--- src/p2p_reg_pkg.sv ---
`default_nettype none

package p2p_reg_pkg;

   // register bus widths
   localparam int axil_addr_width = 8;
   localparam int axil_data_width = 32;

   localparam logic [axil_data_width-1:0] p2p_id_value = 32'h5032_5001;

   // word offsets
   typedef enum logic [axil_addr_width-1:0] {
      reg_id       = 8'h00,
      reg_scratch  = 8'h04,
      reg_control  = 8'h08,
      reg_ts_latch = 8'h0C,
      reg_ts_lower = 8'h10,
      reg_ts_upper = 8'h14,
      reg_frames_0 = 8'h18,
      reg_frames_1 = 8'h1C
   } p2p_reg_e;

   typedef enum logic [1:0] {
      resp_okay   = 2'b00,
      resp_slverr = 2'b10
   } axil_resp_e;

endpackage : p2p_reg_pkg

`default_nettype wire

--- src/p2p_stream_pkg.sv ---
`default_nettype none

package p2p_stream_pkg;

   // defaults for the stream path
   localparam int default_data_width = 64;
   localparam int default_fifo_depth = 16;

   // frame gate states
   typedef enum logic [1:0] {
      gate_idle     = 2'd0,
      gate_in_frame = 2'd1,
      gate_paused   = 2'd2
   } gate_state_e;

endpackage : p2p_stream_pkg

`default_nettype wire

--- src/p2p_axil_regs.sv ---
`timescale 1ns/10ps
`default_nettype none

module p2p_axil_regs (
   input  logic                                   core_clk,
   input  logic                                   reset,

   input  logic [p2p_reg_pkg::axil_addr_width-1:0]   s_axil_awaddr,
   input  logic                                      s_axil_awvalid,
   output logic                                      s_axil_awready,
   input  logic [p2p_reg_pkg::axil_data_width-1:0]   s_axil_wdata,
   input  logic [p2p_reg_pkg::axil_data_width/8-1:0] s_axil_wstrb,
   input  logic                                      s_axil_wvalid,
   output logic                                      s_axil_wready,
   output logic [1:0]                                s_axil_bresp,
   output logic                                      s_axil_bvalid,
   input  logic                                      s_axil_bready,
   input  logic [p2p_reg_pkg::axil_addr_width-1:0]   s_axil_araddr,
   input  logic                                      s_axil_arvalid,
   output logic                                      s_axil_arready,
   output logic [p2p_reg_pkg::axil_data_width-1:0]   s_axil_rdata,
   output logic [1:0]                                s_axil_rresp,
   output logic                                      s_axil_rvalid,
   input  logic                                      s_axil_rready,

   input  logic [63:0]                               timestamp,
   input  logic [1:0]                                frame_done,
   output logic [1:0]                                pause
);

   import p2p_reg_pkg::*;

   localparam int strb_width = axil_data_width / 8;

   logic                       wr_en;
   logic                       rd_en;
   logic [axil_data_width-1:0] scratch;
   logic [63:0]                ts_latch;
   logic [axil_data_width-1:0] frame_cnt [2];
   axil_resp_e                 wr_resp;
   axil_resp_e                 rd_resp;
   logic [axil_data_width-1:0] rd_data;

   // ------------------------------------------------
   // write channel
   // ------------------------------------------------

   // address and data accepted together, one pending response
   assign wr_en          = s_axil_awvalid && s_axil_wvalid && !s_axil_bvalid;
   assign s_axil_awready = wr_en;
   assign s_axil_wready  = wr_en;

   always_comb begin
      case (s_axil_awaddr)
         reg_id, reg_scratch, reg_control, reg_ts_latch,
         reg_ts_lower, reg_ts_upper, reg_frames_0, reg_frames_1: begin
            wr_resp = resp_okay;
         end
         default: begin
            wr_resp = resp_slverr;
         end
      endcase
   end

   always_ff @(posedge core_clk) begin
      if (reset) begin
         scratch  <= '0;
         pause    <= '0;
         ts_latch <= '0;
      end else if (wr_en) begin
         case (s_axil_awaddr)
            reg_scratch: begin
               for (int i = 0; i < strb_width; i++) begin
                  if (s_axil_wstrb[i]) begin
                     scratch[8*i +: 8] <= s_axil_wdata[8*i +: 8];
                  end
               end
            end
            reg_control: begin
               if (s_axil_wstrb[0]) begin
                  pause <= s_axil_wdata[1:0];
               end
            end
            // capture the timestamp seen on the handshake cycle
            reg_ts_latch: begin
               ts_latch <= timestamp;
            end
            default: begin
            end
         endcase
      end
   end

   always_ff @(posedge core_clk) begin
      if (reset) begin
         s_axil_bvalid <= 1'b0;
      end else if (wr_en) begin
         s_axil_bvalid <= 1'b1;
      end else if (s_axil_bready) begin
         s_axil_bvalid <= 1'b0;
      end
   end

   always_ff @(posedge core_clk) begin
      if (wr_en) begin
         s_axil_bresp <= wr_resp;
      end
   end

   // ------------------------------------------------
   // read channel
   // ------------------------------------------------

   assign rd_en          = s_axil_arvalid && !s_axil_rvalid;
   assign s_axil_arready = rd_en;

   always_comb begin
      rd_data = '0;
      rd_resp = resp_okay;
      case (s_axil_araddr)
         reg_id:       rd_data = p2p_id_value;
         reg_scratch:  rd_data = scratch;
         reg_control:  rd_data[1:0] = pause;
         reg_ts_latch: rd_data = '0;
         reg_ts_lower: rd_data = ts_latch[31:0];
         reg_ts_upper: rd_data = ts_latch[63:32];
         reg_frames_0: rd_data = frame_cnt[0];
         reg_frames_1: rd_data = frame_cnt[1];
         default:      rd_resp = resp_slverr;
      endcase
   end

   always_ff @(posedge core_clk) begin
      if (reset) begin
         s_axil_rvalid <= 1'b0;
      end else if (rd_en) begin
         s_axil_rvalid <= 1'b1;
      end else if (s_axil_rready) begin
         s_axil_rvalid <= 1'b0;
      end
   end

   always_ff @(posedge core_clk) begin
      if (rd_en) begin
         s_axil_rdata <= rd_data;
         s_axil_rresp <= rd_resp;
      end
   end

   // forwarded frames per port, wrapping
   always_ff @(posedge core_clk) begin
      for (int i = 0; i < 2; i++) begin
         if (reset) begin
            frame_cnt[i] <= '0;
         end else if (frame_done[i]) begin
            frame_cnt[i] <= frame_cnt[i] + 1'b1;
         end
      end
   end

   // ------------------------------------------------
   // protocol checks
   // ------------------------------------------------

   assert property (@(posedge core_clk) disable iff (reset)
      s_axil_bvalid && !s_axil_bready |=> s_axil_bvalid);

   assert property (@(posedge core_clk) disable iff (reset)
      s_axil_rvalid && !s_axil_rready |=> s_axil_rvalid);

   assert property (@(posedge core_clk) disable iff (reset)
      s_axil_awready |=> s_axil_bvalid && !s_axil_awready);

endmodule : p2p_axil_regs

`default_nettype wire

--- src/p2p_fifo.sv ---
`timescale 1ns/10ps
`default_nettype none

module p2p_fifo #(
   parameter int DATA_WIDTH = p2p_stream_pkg::default_data_width,
   parameter int FIFO_DEPTH = p2p_stream_pkg::default_fifo_depth
) (
   input  logic                    core_clk,
   input  logic                    reset,

   input  logic [DATA_WIDTH-1:0]   in_tdata,
   input  logic [DATA_WIDTH/8-1:0] in_tkeep,
   input  logic                    in_tlast,
   input  logic                    in_tvalid,
   output logic                    in_tready,

   output logic [DATA_WIDTH-1:0]   out_tdata,
   output logic [DATA_WIDTH/8-1:0] out_tkeep,
   output logic                    out_tlast,
   output logic                    out_tvalid,
   input  logic                    out_tready
);

   localparam int addr_width = $clog2(FIFO_DEPTH);
   localparam int beat_width = DATA_WIDTH + DATA_WIDTH/8 + 1;
   localparam logic [addr_width:0] full_count = (addr_width+1)'(FIFO_DEPTH);

   logic [beat_width-1:0] mem [FIFO_DEPTH];
   logic [addr_width-1:0] wr_ptr;
   logic [addr_width-1:0] rd_ptr;
   logic [addr_width:0]   count;
   logic                  wr_en;
   logic                  rd_en;

   assign in_tready  = (count != full_count);
   assign out_tvalid = (count != '0);
   assign wr_en      = in_tvalid && in_tready;
   assign rd_en      = out_tvalid && out_tready;

   // head of queue drives the output directly
   assign {out_tlast, out_tkeep, out_tdata} = mem[rd_ptr];

   always_ff @(posedge core_clk) begin
      if (wr_en) begin
         mem[wr_ptr] <= {in_tlast, in_tkeep, in_tdata};
      end
   end

   // pointers wrap on their own, depth is a power of two
   always_ff @(posedge core_clk) begin
      if (reset) begin
         wr_ptr <= '0;
         rd_ptr <= '0;
         count  <= '0;
      end else begin
         if (wr_en) begin
            wr_ptr <= wr_ptr + 1'b1;
         end
         if (rd_en) begin
            rd_ptr <= rd_ptr + 1'b1;
         end
         case ({wr_en, rd_en})
            2'b10:   count <= count + 1'b1;
            2'b01:   count <= count - 1'b1;
            default: count <= count;
         endcase
      end
   end

   // overflow and underflow
   assert property (@(posedge core_clk) disable iff (reset)
      count == full_count |-> !wr_en);

   assert property (@(posedge core_clk) disable iff (reset)
      count == '0 |-> !rd_en);

endmodule : p2p_fifo

`default_nettype wire

--- src/p2p_frame_gate.sv ---
`timescale 1ns/10ps
`default_nettype none

module p2p_frame_gate #(
   parameter int DATA_WIDTH = p2p_stream_pkg::default_data_width
) (
   input  logic                    core_clk,
   input  logic                    reset,
   input  logic                    pause,

   input  logic [DATA_WIDTH-1:0]   in_tdata,
   input  logic [DATA_WIDTH/8-1:0] in_tkeep,
   input  logic                    in_tlast,
   input  logic                    in_tvalid,
   output logic                    in_tready,

   output logic [DATA_WIDTH-1:0]   out_tdata,
   output logic [DATA_WIDTH/8-1:0] out_tkeep,
   output logic                    out_tlast,
   output logic                    out_tvalid,
   input  logic                    out_tready,

   output logic                    frame_done
);

   import p2p_stream_pkg::*;

   gate_state_e state;
   logic        open;
   logic        xfer;

   // between frames a raised pause closes the gate at once
   assign open = (state == gate_in_frame) || (state == gate_idle && !pause);

   assign out_tvalid = in_tvalid && open;
   assign in_tready  = out_tready && open;
   assign out_tdata  = in_tdata;
   assign out_tkeep  = in_tkeep;
   assign out_tlast  = in_tlast;
   assign xfer       = out_tvalid && out_tready;

   always_ff @(posedge core_clk) begin
      if (reset) begin
         state      <= gate_idle;
         frame_done <= 1'b0;
      end else begin
         frame_done <= xfer && in_tlast;
         case (state)
            gate_idle: begin
               if (pause) begin
                  state <= gate_paused;
               end else if (xfer && !in_tlast) begin
                  state <= gate_in_frame;
               end
            end
            // pause ignored until the frame ends
            gate_in_frame: begin
               if (xfer && in_tlast) begin
                  state <= gate_idle;
               end
            end
            gate_paused: begin
               if (!pause) begin
                  state <= gate_idle;
               end
            end
            default: begin
               state <= gate_idle;
            end
         endcase
      end
   end

   assert property (@(posedge core_clk) disable iff (reset)
      state == gate_paused |-> !out_tvalid);

endmodule : p2p_frame_gate

`default_nettype wire

--- src/p2p.sv ---
`timescale 1ns/10ps
`default_nettype none

module p2p #(
   parameter int DATA_WIDTH = p2p_stream_pkg::default_data_width,
   parameter int FIFO_DEPTH = p2p_stream_pkg::default_fifo_depth
) (
   input  logic                                      core_clk,
   input  logic                                      reset,
   input  logic [63:0]                               timestamp,

   input  logic [p2p_reg_pkg::axil_addr_width-1:0]   s_axil_awaddr,
   input  logic                                      s_axil_awvalid,
   output logic                                      s_axil_awready,
   input  logic [p2p_reg_pkg::axil_data_width-1:0]   s_axil_wdata,
   input  logic [p2p_reg_pkg::axil_data_width/8-1:0] s_axil_wstrb,
   input  logic                                      s_axil_wvalid,
   output logic                                      s_axil_wready,
   output logic [1:0]                                s_axil_bresp,
   output logic                                      s_axil_bvalid,
   input  logic                                      s_axil_bready,
   input  logic [p2p_reg_pkg::axil_addr_width-1:0]   s_axil_araddr,
   input  logic                                      s_axil_arvalid,
   output logic                                      s_axil_arready,
   output logic [p2p_reg_pkg::axil_data_width-1:0]   s_axil_rdata,
   output logic [1:0]                                s_axil_rresp,
   output logic                                      s_axil_rvalid,
   input  logic                                      s_axil_rready,

   input  logic [DATA_WIDTH-1:0]                     in0_tdata,
   input  logic [DATA_WIDTH/8-1:0]                   in0_tkeep,
   input  logic                                      in0_tlast,
   input  logic                                      in0_tvalid,
   output logic                                      in0_tready,
   output logic [DATA_WIDTH-1:0]                     out0_tdata,
   output logic [DATA_WIDTH/8-1:0]                   out0_tkeep,
   output logic                                      out0_tlast,
   output logic                                      out0_tvalid,
   input  logic                                      out0_tready,

   input  logic [DATA_WIDTH-1:0]                     in1_tdata,
   input  logic [DATA_WIDTH/8-1:0]                   in1_tkeep,
   input  logic                                      in1_tlast,
   input  logic                                      in1_tvalid,
   output logic                                      in1_tready,
   output logic [DATA_WIDTH-1:0]                     out1_tdata,
   output logic [DATA_WIDTH/8-1:0]                   out1_tkeep,
   output logic                                      out1_tlast,
   output logic                                      out1_tvalid,
   input  logic                                      out1_tready
);

   logic [1:0]              pause;
   logic [1:0]              frame_done;

   // fifo to gate, per port
   logic [DATA_WIDTH-1:0]   fifo0_tdata;
   logic [DATA_WIDTH/8-1:0] fifo0_tkeep;
   logic                    fifo0_tlast;
   logic                    fifo0_tvalid;
   logic                    fifo0_tready;
   logic [DATA_WIDTH-1:0]   fifo1_tdata;
   logic [DATA_WIDTH/8-1:0] fifo1_tkeep;
   logic                    fifo1_tlast;
   logic                    fifo1_tvalid;
   logic                    fifo1_tready;

   // ------------------------------------------------
   // control plane
   // ------------------------------------------------

   p2p_axil_regs i_p2p_axil_regs (
      .core_clk       (core_clk),
      .reset          (reset),
      .s_axil_awaddr  (s_axil_awaddr),
      .s_axil_awvalid (s_axil_awvalid),
      .s_axil_awready (s_axil_awready),
      .s_axil_wdata   (s_axil_wdata),
      .s_axil_wstrb   (s_axil_wstrb),
      .s_axil_wvalid  (s_axil_wvalid),
      .s_axil_wready  (s_axil_wready),
      .s_axil_bresp   (s_axil_bresp),
      .s_axil_bvalid  (s_axil_bvalid),
      .s_axil_bready  (s_axil_bready),
      .s_axil_araddr  (s_axil_araddr),
      .s_axil_arvalid (s_axil_arvalid),
      .s_axil_arready (s_axil_arready),
      .s_axil_rdata   (s_axil_rdata),
      .s_axil_rresp   (s_axil_rresp),
      .s_axil_rvalid  (s_axil_rvalid),
      .s_axil_rready  (s_axil_rready),
      .timestamp      (timestamp),
      .frame_done     (frame_done),
      .pause          (pause)
   );

   // ------------------------------------------------
   // port 0 stream path
   // ------------------------------------------------

   p2p_fifo #(
      .DATA_WIDTH (DATA_WIDTH),
      .FIFO_DEPTH (FIFO_DEPTH)
   ) i_p2p_fifo_0 (
      .core_clk   (core_clk),
      .reset      (reset),
      .in_tdata   (in0_tdata),
      .in_tkeep   (in0_tkeep),
      .in_tlast   (in0_tlast),
      .in_tvalid  (in0_tvalid),
      .in_tready  (in0_tready),
      .out_tdata  (fifo0_tdata),
      .out_tkeep  (fifo0_tkeep),
      .out_tlast  (fifo0_tlast),
      .out_tvalid (fifo0_tvalid),
      .out_tready (fifo0_tready)
   );

   p2p_frame_gate #(
      .DATA_WIDTH (DATA_WIDTH)
   ) i_p2p_frame_gate_0 (
      .core_clk   (core_clk),
      .reset      (reset),
      .pause      (pause[0]),
      .in_tdata   (fifo0_tdata),
      .in_tkeep   (fifo0_tkeep),
      .in_tlast   (fifo0_tlast),
      .in_tvalid  (fifo0_tvalid),
      .in_tready  (fifo0_tready),
      .out_tdata  (out0_tdata),
      .out_tkeep  (out0_tkeep),
      .out_tlast  (out0_tlast),
      .out_tvalid (out0_tvalid),
      .out_tready (out0_tready),
      .frame_done (frame_done[0])
   );

   // ------------------------------------------------
   // port 1 stream path
   // ------------------------------------------------

   p2p_fifo #(
      .DATA_WIDTH (DATA_WIDTH),
      .FIFO_DEPTH (FIFO_DEPTH)
   ) i_p2p_fifo_1 (
      .core_clk   (core_clk),
      .reset      (reset),
      .in_tdata   (in1_tdata),
      .in_tkeep   (in1_tkeep),
      .in_tlast   (in1_tlast),
      .in_tvalid  (in1_tvalid),
      .in_tready  (in1_tready),
      .out_tdata  (fifo1_tdata),
      .out_tkeep  (fifo1_tkeep),
      .out_tlast  (fifo1_tlast),
      .out_tvalid (fifo1_tvalid),
      .out_tready (fifo1_tready)
   );

   p2p_frame_gate #(
      .DATA_WIDTH (DATA_WIDTH)
   ) i_p2p_frame_gate_1 (
      .core_clk   (core_clk),
      .reset      (reset),
      .pause      (pause[1]),
      .in_tdata   (fifo1_tdata),
      .in_tkeep   (fifo1_tkeep),
      .in_tlast   (fifo1_tlast),
      .in_tvalid  (fifo1_tvalid),
      .in_tready  (fifo1_tready),
      .out_tdata  (out1_tdata),
      .out_tkeep  (out1_tkeep),
      .out_tlast  (out1_tlast),
      .out_tvalid (out1_tvalid),
      .out_tready (out1_tready),
      .frame_done (frame_done[1])
   );

endmodule : p2p

`default_nettype wire

--- config.mk ---
export PLATFORM = sky130hd
export DESIGN_NAME = p2p
export DESIGN_NICKNAME = d
export VERILOG_FILES = /design/src/p2p_reg_pkg.sv /design/src/p2p_stream_pkg.sv /design/src/p2p_axil_regs.sv /design/src/p2p_fifo.sv /design/src/p2p_frame_gate.sv /design/src/p2p.sv
export SDC_FILE = /design/constraint.sdc
export NUM_CORES = 2
export LEC_CHECK = 0
export BUFFER_PORTS_ARGS = -buffer_cell sky130_fd_sc_hd__buf_2
export CAP_MARGIN = 30
export CORE_MARGIN = 2
export CORE_UTILIZATION = 66
export CTS_CLUSTER_SIZE = 14
export DETAILED_ROUTE_END_ITERATION = 8
export GPL_ROUTABILITY_DRIVEN = 0
export PLACE_DENSITY = 0.89
export SLEW_MARGIN = 20
export SYNTH_ARGS = -nofsm -noshare
export SYNTH_HDL_FRONTEND = slang
export SYNTH_SLANG_ARGS = --single-unit
--- constraint.sdc ---
create_clock -name core_clk -period 17.4 [get_ports core_clk]
set_clock_uncertainty 0.15 [all_clocks]
set_input_delay 0.87 -clock core_clk [delete_from_list [all_inputs] [get_ports core_clk]]
set_output_delay 0.87 -clock core_clk [all_outputs]
set_load 0.02 [all_outputs]
=== Word level (Yosys, flattened, before mapping) ===
Memories as Yosys holds them, arrays and structs flattened. A register that Yosys moved wholly into a read port is not among the register bits.
Index checks and enable logic that the tools add are counted.

* Register bits after elaboration: 168
* Bits in writable memories: 2400
* Bits in read-only memories: 32
* Output and inout bits: 191
* Memories kept: 4

{| class="wikitable"
|+ Memory list
! name !! words !! bits a word !! rd ports !! clocked after Yosys merged registers in !! wr ports !! line !! source
|-
| i_p2p_fifo_0.mem || 16 || 73 || 1 || 1 || 1 || p2p_fifo.sv:28 || <nowiki>logic [beat_width-1:0] mem [FIFO_DEPTH];</nowiki>
|-
| i_p2p_fifo_1.mem || 16 || 73 || 1 || 1 || 1 || p2p_fifo.sv:28 ||
|-
| i_p2p_axil_regs.frame_cnt || 2 || 32 || 2 || 0 || 2 || p2p_axil_regs.sv:39 || <nowiki>logic [axil_data_width-1:0] frame_cnt [2];</nowiki>
|-
| (name not given) || 32 || 1 || 1 || 1 || 0 || p2p_axil_regs.sv:54 || <nowiki>case (s_axil_awaddr)</nowiki>
|}

* Add/subtract/negate cells: 10
* Equality and inequality tests: 26
* Muxes and demuxes: 37
* Bitwise operators: 2
* Reductions and logical operators: 47

{| class="wikitable"
|+ Operator list
! cell !! count
|-
| 30-bit case mux with 6 select lines || 1
|-
| 32-bit by 1-bit adder with 32-bit output, second input constant || 2
|-
| 32-bit two-way mux || 2
|-
| 8-bit by 4-bit == test with 1-bit output, second input constant || 4
|-
| 8-bit by 5-bit == test with 1-bit output, second input constant || 4
|-
| 3-bit AND reduction || 7
|-
| 5-bit case mux with 2 select lines || 2
|-
| 1-bit logical AND || 19
|-
| 2-bit two-way mux || 9
|-
| 4-bit by 1-bit adder with 4-bit output, second input constant || 4
|-
| 8-bit by 3-bit == test with 1-bit output, second input constant || 2
|-
| 1-bit two-way mux || 16
|-
| 4-bit two-way mux || 4
|-
| 2-bit case mux with 7 select lines || 1
|-
| 2-bit case mux with 3 select lines || 2
|-
| 5-bit by 1-bit adder with 5-bit output, second input constant || 2
|-
| 5-bit != test, second input constant || 2
|-
| 5-bit nonzero test || 2
|-
| 5-bit by 1-bit subtractor with 5-bit output, second input constant || 2
|-
| 2-bit by 1-bit == test with 1-bit output, second input constant || 4
|-
| 2-bit == test, second input constant || 4
|-
| 8-bit zero test || 1
|-
| 2-bit != test, second input constant || 4
|-
| 2-bit nonzero test || 4
|-
| 8 further kinds || 18
|}

=== Logic depth before layout (Yosys ltp) ===
* Depth after elaboration: 9
* Gate-level depth with buffers: 14
* Mapped depth without buffers: 11

=== Hierarchy ===
From an unflattened synthesis, not the netlist that was laid out.

* Cell total of the unflattened synthesis: 4883
* Area, all modules: 100222.4 um2

{| class="wikitable"
|+ By module, submodules not included
! module !! instances !! cells an instance !! area each (um2) !! seq. area each (um2)
|-
| p2p_fifo || 2 || 1911 || 44630.3 || 35414.0
|-
| p2p_axil_regs || 1 || 889 || 9593.0 || 4944.7
|-
| p2p_frame_gate || 2 || 86 || 684.4 || 60.1
|}

=== Worst setup path before layout ===
OpenSTA, ideal clock, no wires.

* Path kind: input to register
* Start: input port in0_tvalid
* End: memory i_p2p_fifo_0.mem[3][0] (netlist name), enable pin
* Data arrival time: 6.594 ns
* Setup slack: 10.062 ns
* Stages: 4
* Cells stage by stage: a21boi_0 -> clkbuf_1 -> nand2_1 -> nor3_1

* Cells in the longest elaborated chain, start to end: 3

{| class="wikitable"
|+ RTL lines
! item !! line !! source
|-
| start: declaration || p2p.sv:33 || <nowiki>input logic in0_tvalid,</nowiki>
|-
| 1-bit logical AND || p2p_fifo.sv:37 || <nowiki>assign wr_en = in_tvalid && in_tready;</nowiki>
|-
| 1-bit two-way mux || p2p_fifo.sv:44 || <nowiki>if (wr_en) begin</nowiki>
|-
| 1-bit two-way mux (not written as such) || p2p_fifo.sv:45 || <nowiki>mem[wr_ptr] <= {in_tlast, in_tkeep, in_tdata};</nowiki>
|-
| end: declaration || p2p_fifo.sv:28 ||
|}

Every way passes these cells.

==> summary.md <==
| Metric | Value |
|---|---|
| Worst EP required | 16.38 ns |
| Final Max Tran Viols | 0 |
| Initial Util | 66.6% |
| Min Tclk post-route | 6.80 ns |
| Clock Pin Slew Worst Setup and Hold Paths | 0.07 ns |
| Leakage | 35.2 nW |
| Main synth FF type | edfxtp_1 |
| # port buffers | 461 |
| CP cell instances | buf_4 -> buf_4 -> buf_12 -> buf_4 -> mux4_2 -> mux4_2 -> buf_2 |
| Type of origin of the critical path | flip-flop |
| Slew HR | 28.8% |
| Crit-path max FO | 62 |
| Hold Buf Count CTS | 0 |
| Slew @ Worst Pin | 1.07 ns |
| CTS tree | yes |
| Wire per inst | 41.6 um |
| PwrDens | 139 nW/um^2 |
| Total of cells resized after clock tree synthesis | 0 |
| Pin count of the biggest net entering global routing | 115 |
| Antenna violations before repair | 61 |
| DRC viols | 0 |
| Gr busiest metal | met2 |
| Hold WS | 0.0902 ns |
| Reg-to-reg slack, setup | 11.98 ns |
| Status | complete, no violations |
| Max Cap Viol | 0 |
| CP arrival | 5.78 ns |
| GR Util met1 | 47.5% |
| Hpwl dp | 154,000 um |
| Clock Latency Late Sink | 0.87 ns |
| Core area | 148,000 um^2 |
| CTS Root Cell | clkbuf_16 |
| FF+latch count, synth | 2,574 |
| Full die area | 152,000 um^2 |
| Global-route wire length before repair | 416,000 um |
| Slowest-stage cell, CP | dfxtp_4 |
| Largest area contributor in the netlist | edfxtp_1 |
| Fin cells | 7,194 |
| H-tree depth | 4 |
| Final antenna-violating net count | 0 |
| Pwr Total | 15.5 mW |
| # fillers | 7,100 |
| Syn Area/Cell | 22.3 um^2 |
| CTS buffer count | 235 |
| Worst path most repeated cell | buf_4 |
| Postcts setup bufs | 0 |
| Vias | 53,400 |
| Hold Vio Cnt, Final | 0 |
| Routing usage on met3 | 9.02% |
| GRT Util Overall | 39.7% |
| Slowest stage delay, CP | 0.97 ns |
| Worst Hold Class | primary input to flip-flop |
| Peak VDD IR | 148 uV |
| Top cells by area, synth | edfxtp_1 (74%), mux4_2 (17%), dfxtp_1 (2.8%) |
| Number of synthesized flops with an enable pin | 2,434 |
| Nets | 5,288 |
| Worst setup path category | flip-flop to primary output |
| RR Endpoint | i_p2p_frame_gate_1.state[0] |
| Synthesis Warnings | 0 |
| Vias/cell | 7.42 |
| Row count | 141 |
| Drt total wl | 299,000 um |
| Vias in the first global route | 53,700 |
| Syn Inst Count | 4,418 |
| Die Wd | 390 um |
| Placed cells | 6,681 |
| Cell area after synthesis | 98,400 um^2 |
| Clock Tree Buf Depth | 3 |
| Register area share after synthesis | 77.1% |
| First-pass iteration count of the detailed router | 9 |
| GRT Residual Overflow | 0 |
| Layout cells sized above 1 | 32.7% |
| Final worst-path cycle share | 39.1% |
| Top-area cell type share of the netlist area | 74.3% |
| # setup viols final | 0 |
| Worst Setup EP | out1_tlast |
| Synth async-reset ratio | 0% |
| Drt initial violations | 9,103 |
| CP Capture Type | primary output |
| Max Fclk | 147 MHz |
| Synth cell types | 60 |
| TNS Setup | 0 ns |
| Unrepaired setup endpoints after global routing | false |
| Clock sink total | 2,574 |
| I/O pins | 464 |
| Area Growth Syn to Fin | 13.1% |
| Worst Reg-to-Reg Cells | 7 |
| Die Y-Extent | 390 um |
| GR Util met2 | 65.8% |
through the flow:
step	utilization (%)	worst slack [ns]	cell area, um^2
finish	75.3	10.60	111000
global route	75.2	10.53	111000
detailed placement	69.9	11.48	103000
global placement	69.8	11.63	103000
floorplan	-	10.06	98400
CTS	75.0	10.48	111000
synthesized netlist by cell type, types with 2 or more instances:
cell / n
and3_1: 8
nor2_1: 157
or2_2: 4
o211ai_1: 6
nor3_1: 23
a22oi_1: 40
buf_4: 3
or4_1: 8
nor4b_1: 8
nor2b_1: 10
nor4_1: 9
xnor2_1: 28
mux4_2: 730
dfxtp_1: 140
buf_2: 69
nand4_1: 23
nor3b_1: 6
edfxtp_1: 2434
a222oi_1: 23
or3_1: 8
mux2i_1: 40
buf_1: 35
o21ai_0: 8
nand2_1: 213
mux2_1: 2
nand3_1: 34
a31oi_1: 2
ha_1: 17
nand2b_1: 13
nand3b_1: 3
and4_1: 10
a31o_2: 2
inv_1: 19
buf_6: 6
clkbuf_1: 121
and2_1: 5
xor2_1: 37
a2111oi_2: 2
a21oi_1: 91
power breakdown:
group	switching, mW	total, mW	leakage (nW)	internal (mW)
clock	2.41	5.24	3.73	2.83
combinational	1.74	3.11	8.19	1.37
sequential	0.160	7.14	23.2	6.98
total	4.31	15.5	35.2	11.2
registers in the layout, indices dropped and copies added, names as in the netlist, 5 cells and up, named ones only:
register                      flops
i_p2p_fifo_0.mem               1168
i_p2p_fifo_1.mem               1168
i_p2p_axil_regs.frame_cnt        64
i_p2p_axil_regs.ts_latch         64
i_p2p_axil_regs.s_axil_rdata     32
i_p2p_axil_regs.scratch          32
i_p2p_fifo_0.count                5
i_p2p_fifo_1.count                5
routing by layer:
metal  wire (um)  share of wire [%]
met5         154              0.051
met4       24600                8.2
met3       35600                 12
met2      151000                 50
met1       88200                 29
worst min-delay path by stage:
| stage | start | endpoint | depth (start not counted) |
|---|---|---|---|
| after global placement | i_p2p_frame_gate_1.state[1] | i_p2p_frame_gate_1.state[0] | 1 |
| after floorplan | i_p2p_frame_gate_1.state[1] | i_p2p_frame_gate_1.state[0] | 1 |
| after CTS | s_axil_wdata[29] | i_p2p_axil_regs.scratch[29] | 3 |
| final | s_axil_wdata[27] | i_p2p_axil_regs.scratch[27] | 3 |
| after detailed placement | i_p2p_axil_regs.ts_latch[5] | i_p2p_axil_regs.ts_latch[5] | 2 |
| after global routing | s_axil_wdata[17] | i_p2p_axil_regs.scratch[17] | 3 |
layout make-up:
cell class | count | area (um^2) | area share, %
sequential | 2574 | 75900 | 68.2
multi-input combinational | 1591 | 21700 | 19.5
clock buffer | 299 | 6230 | 5.60
timing repair buffer | 576 | 3450 | 3.10
tap | 1930 | 2410 | 2.17
clock inverter | 143 | 1390 | 1.25
antenna | 61 | 153 | 0.137
inverter | 20 | 75.1 | 0.0674
cells in the final DEF, fill, tap and decap left out, types with 37 or more instances in the layout:
cell type / n
dfxtp_1: 132
buf_4: 98
clkbuf_1: 56
xor2_1: 37
nand2_1: 213
clkbuf_16: 238
nor2_1: 131
buf_2: 460
clkinv_1: 53
edfxtp_1: 2434
mux2i_1: 40
a22oi_1: 40
clkinv_2: 49
diode_2: 61
a21oi_1: 91
mux4_2: 730
cell families after synthesis:
group | synth area share [%]
adder cells (fa/ha/maj) | 0.216
flip-flops | 77.1
AO/OA/AOI/OAI | 1.27
multiplexers | 17.1
XOR/XNOR | 0.578
other | 0.00381
buffers and inverters | 1.11
AND/OR/NAND/NOR | 2.57
critical path: cells and delay by family, from the launching register on:
family,cells,cell delay [ns]
muxes,2,1.10
buffers and inverters,5,2.74
DFF,1,0.97
Note: power is estimated with default switching activity, not from simulation.
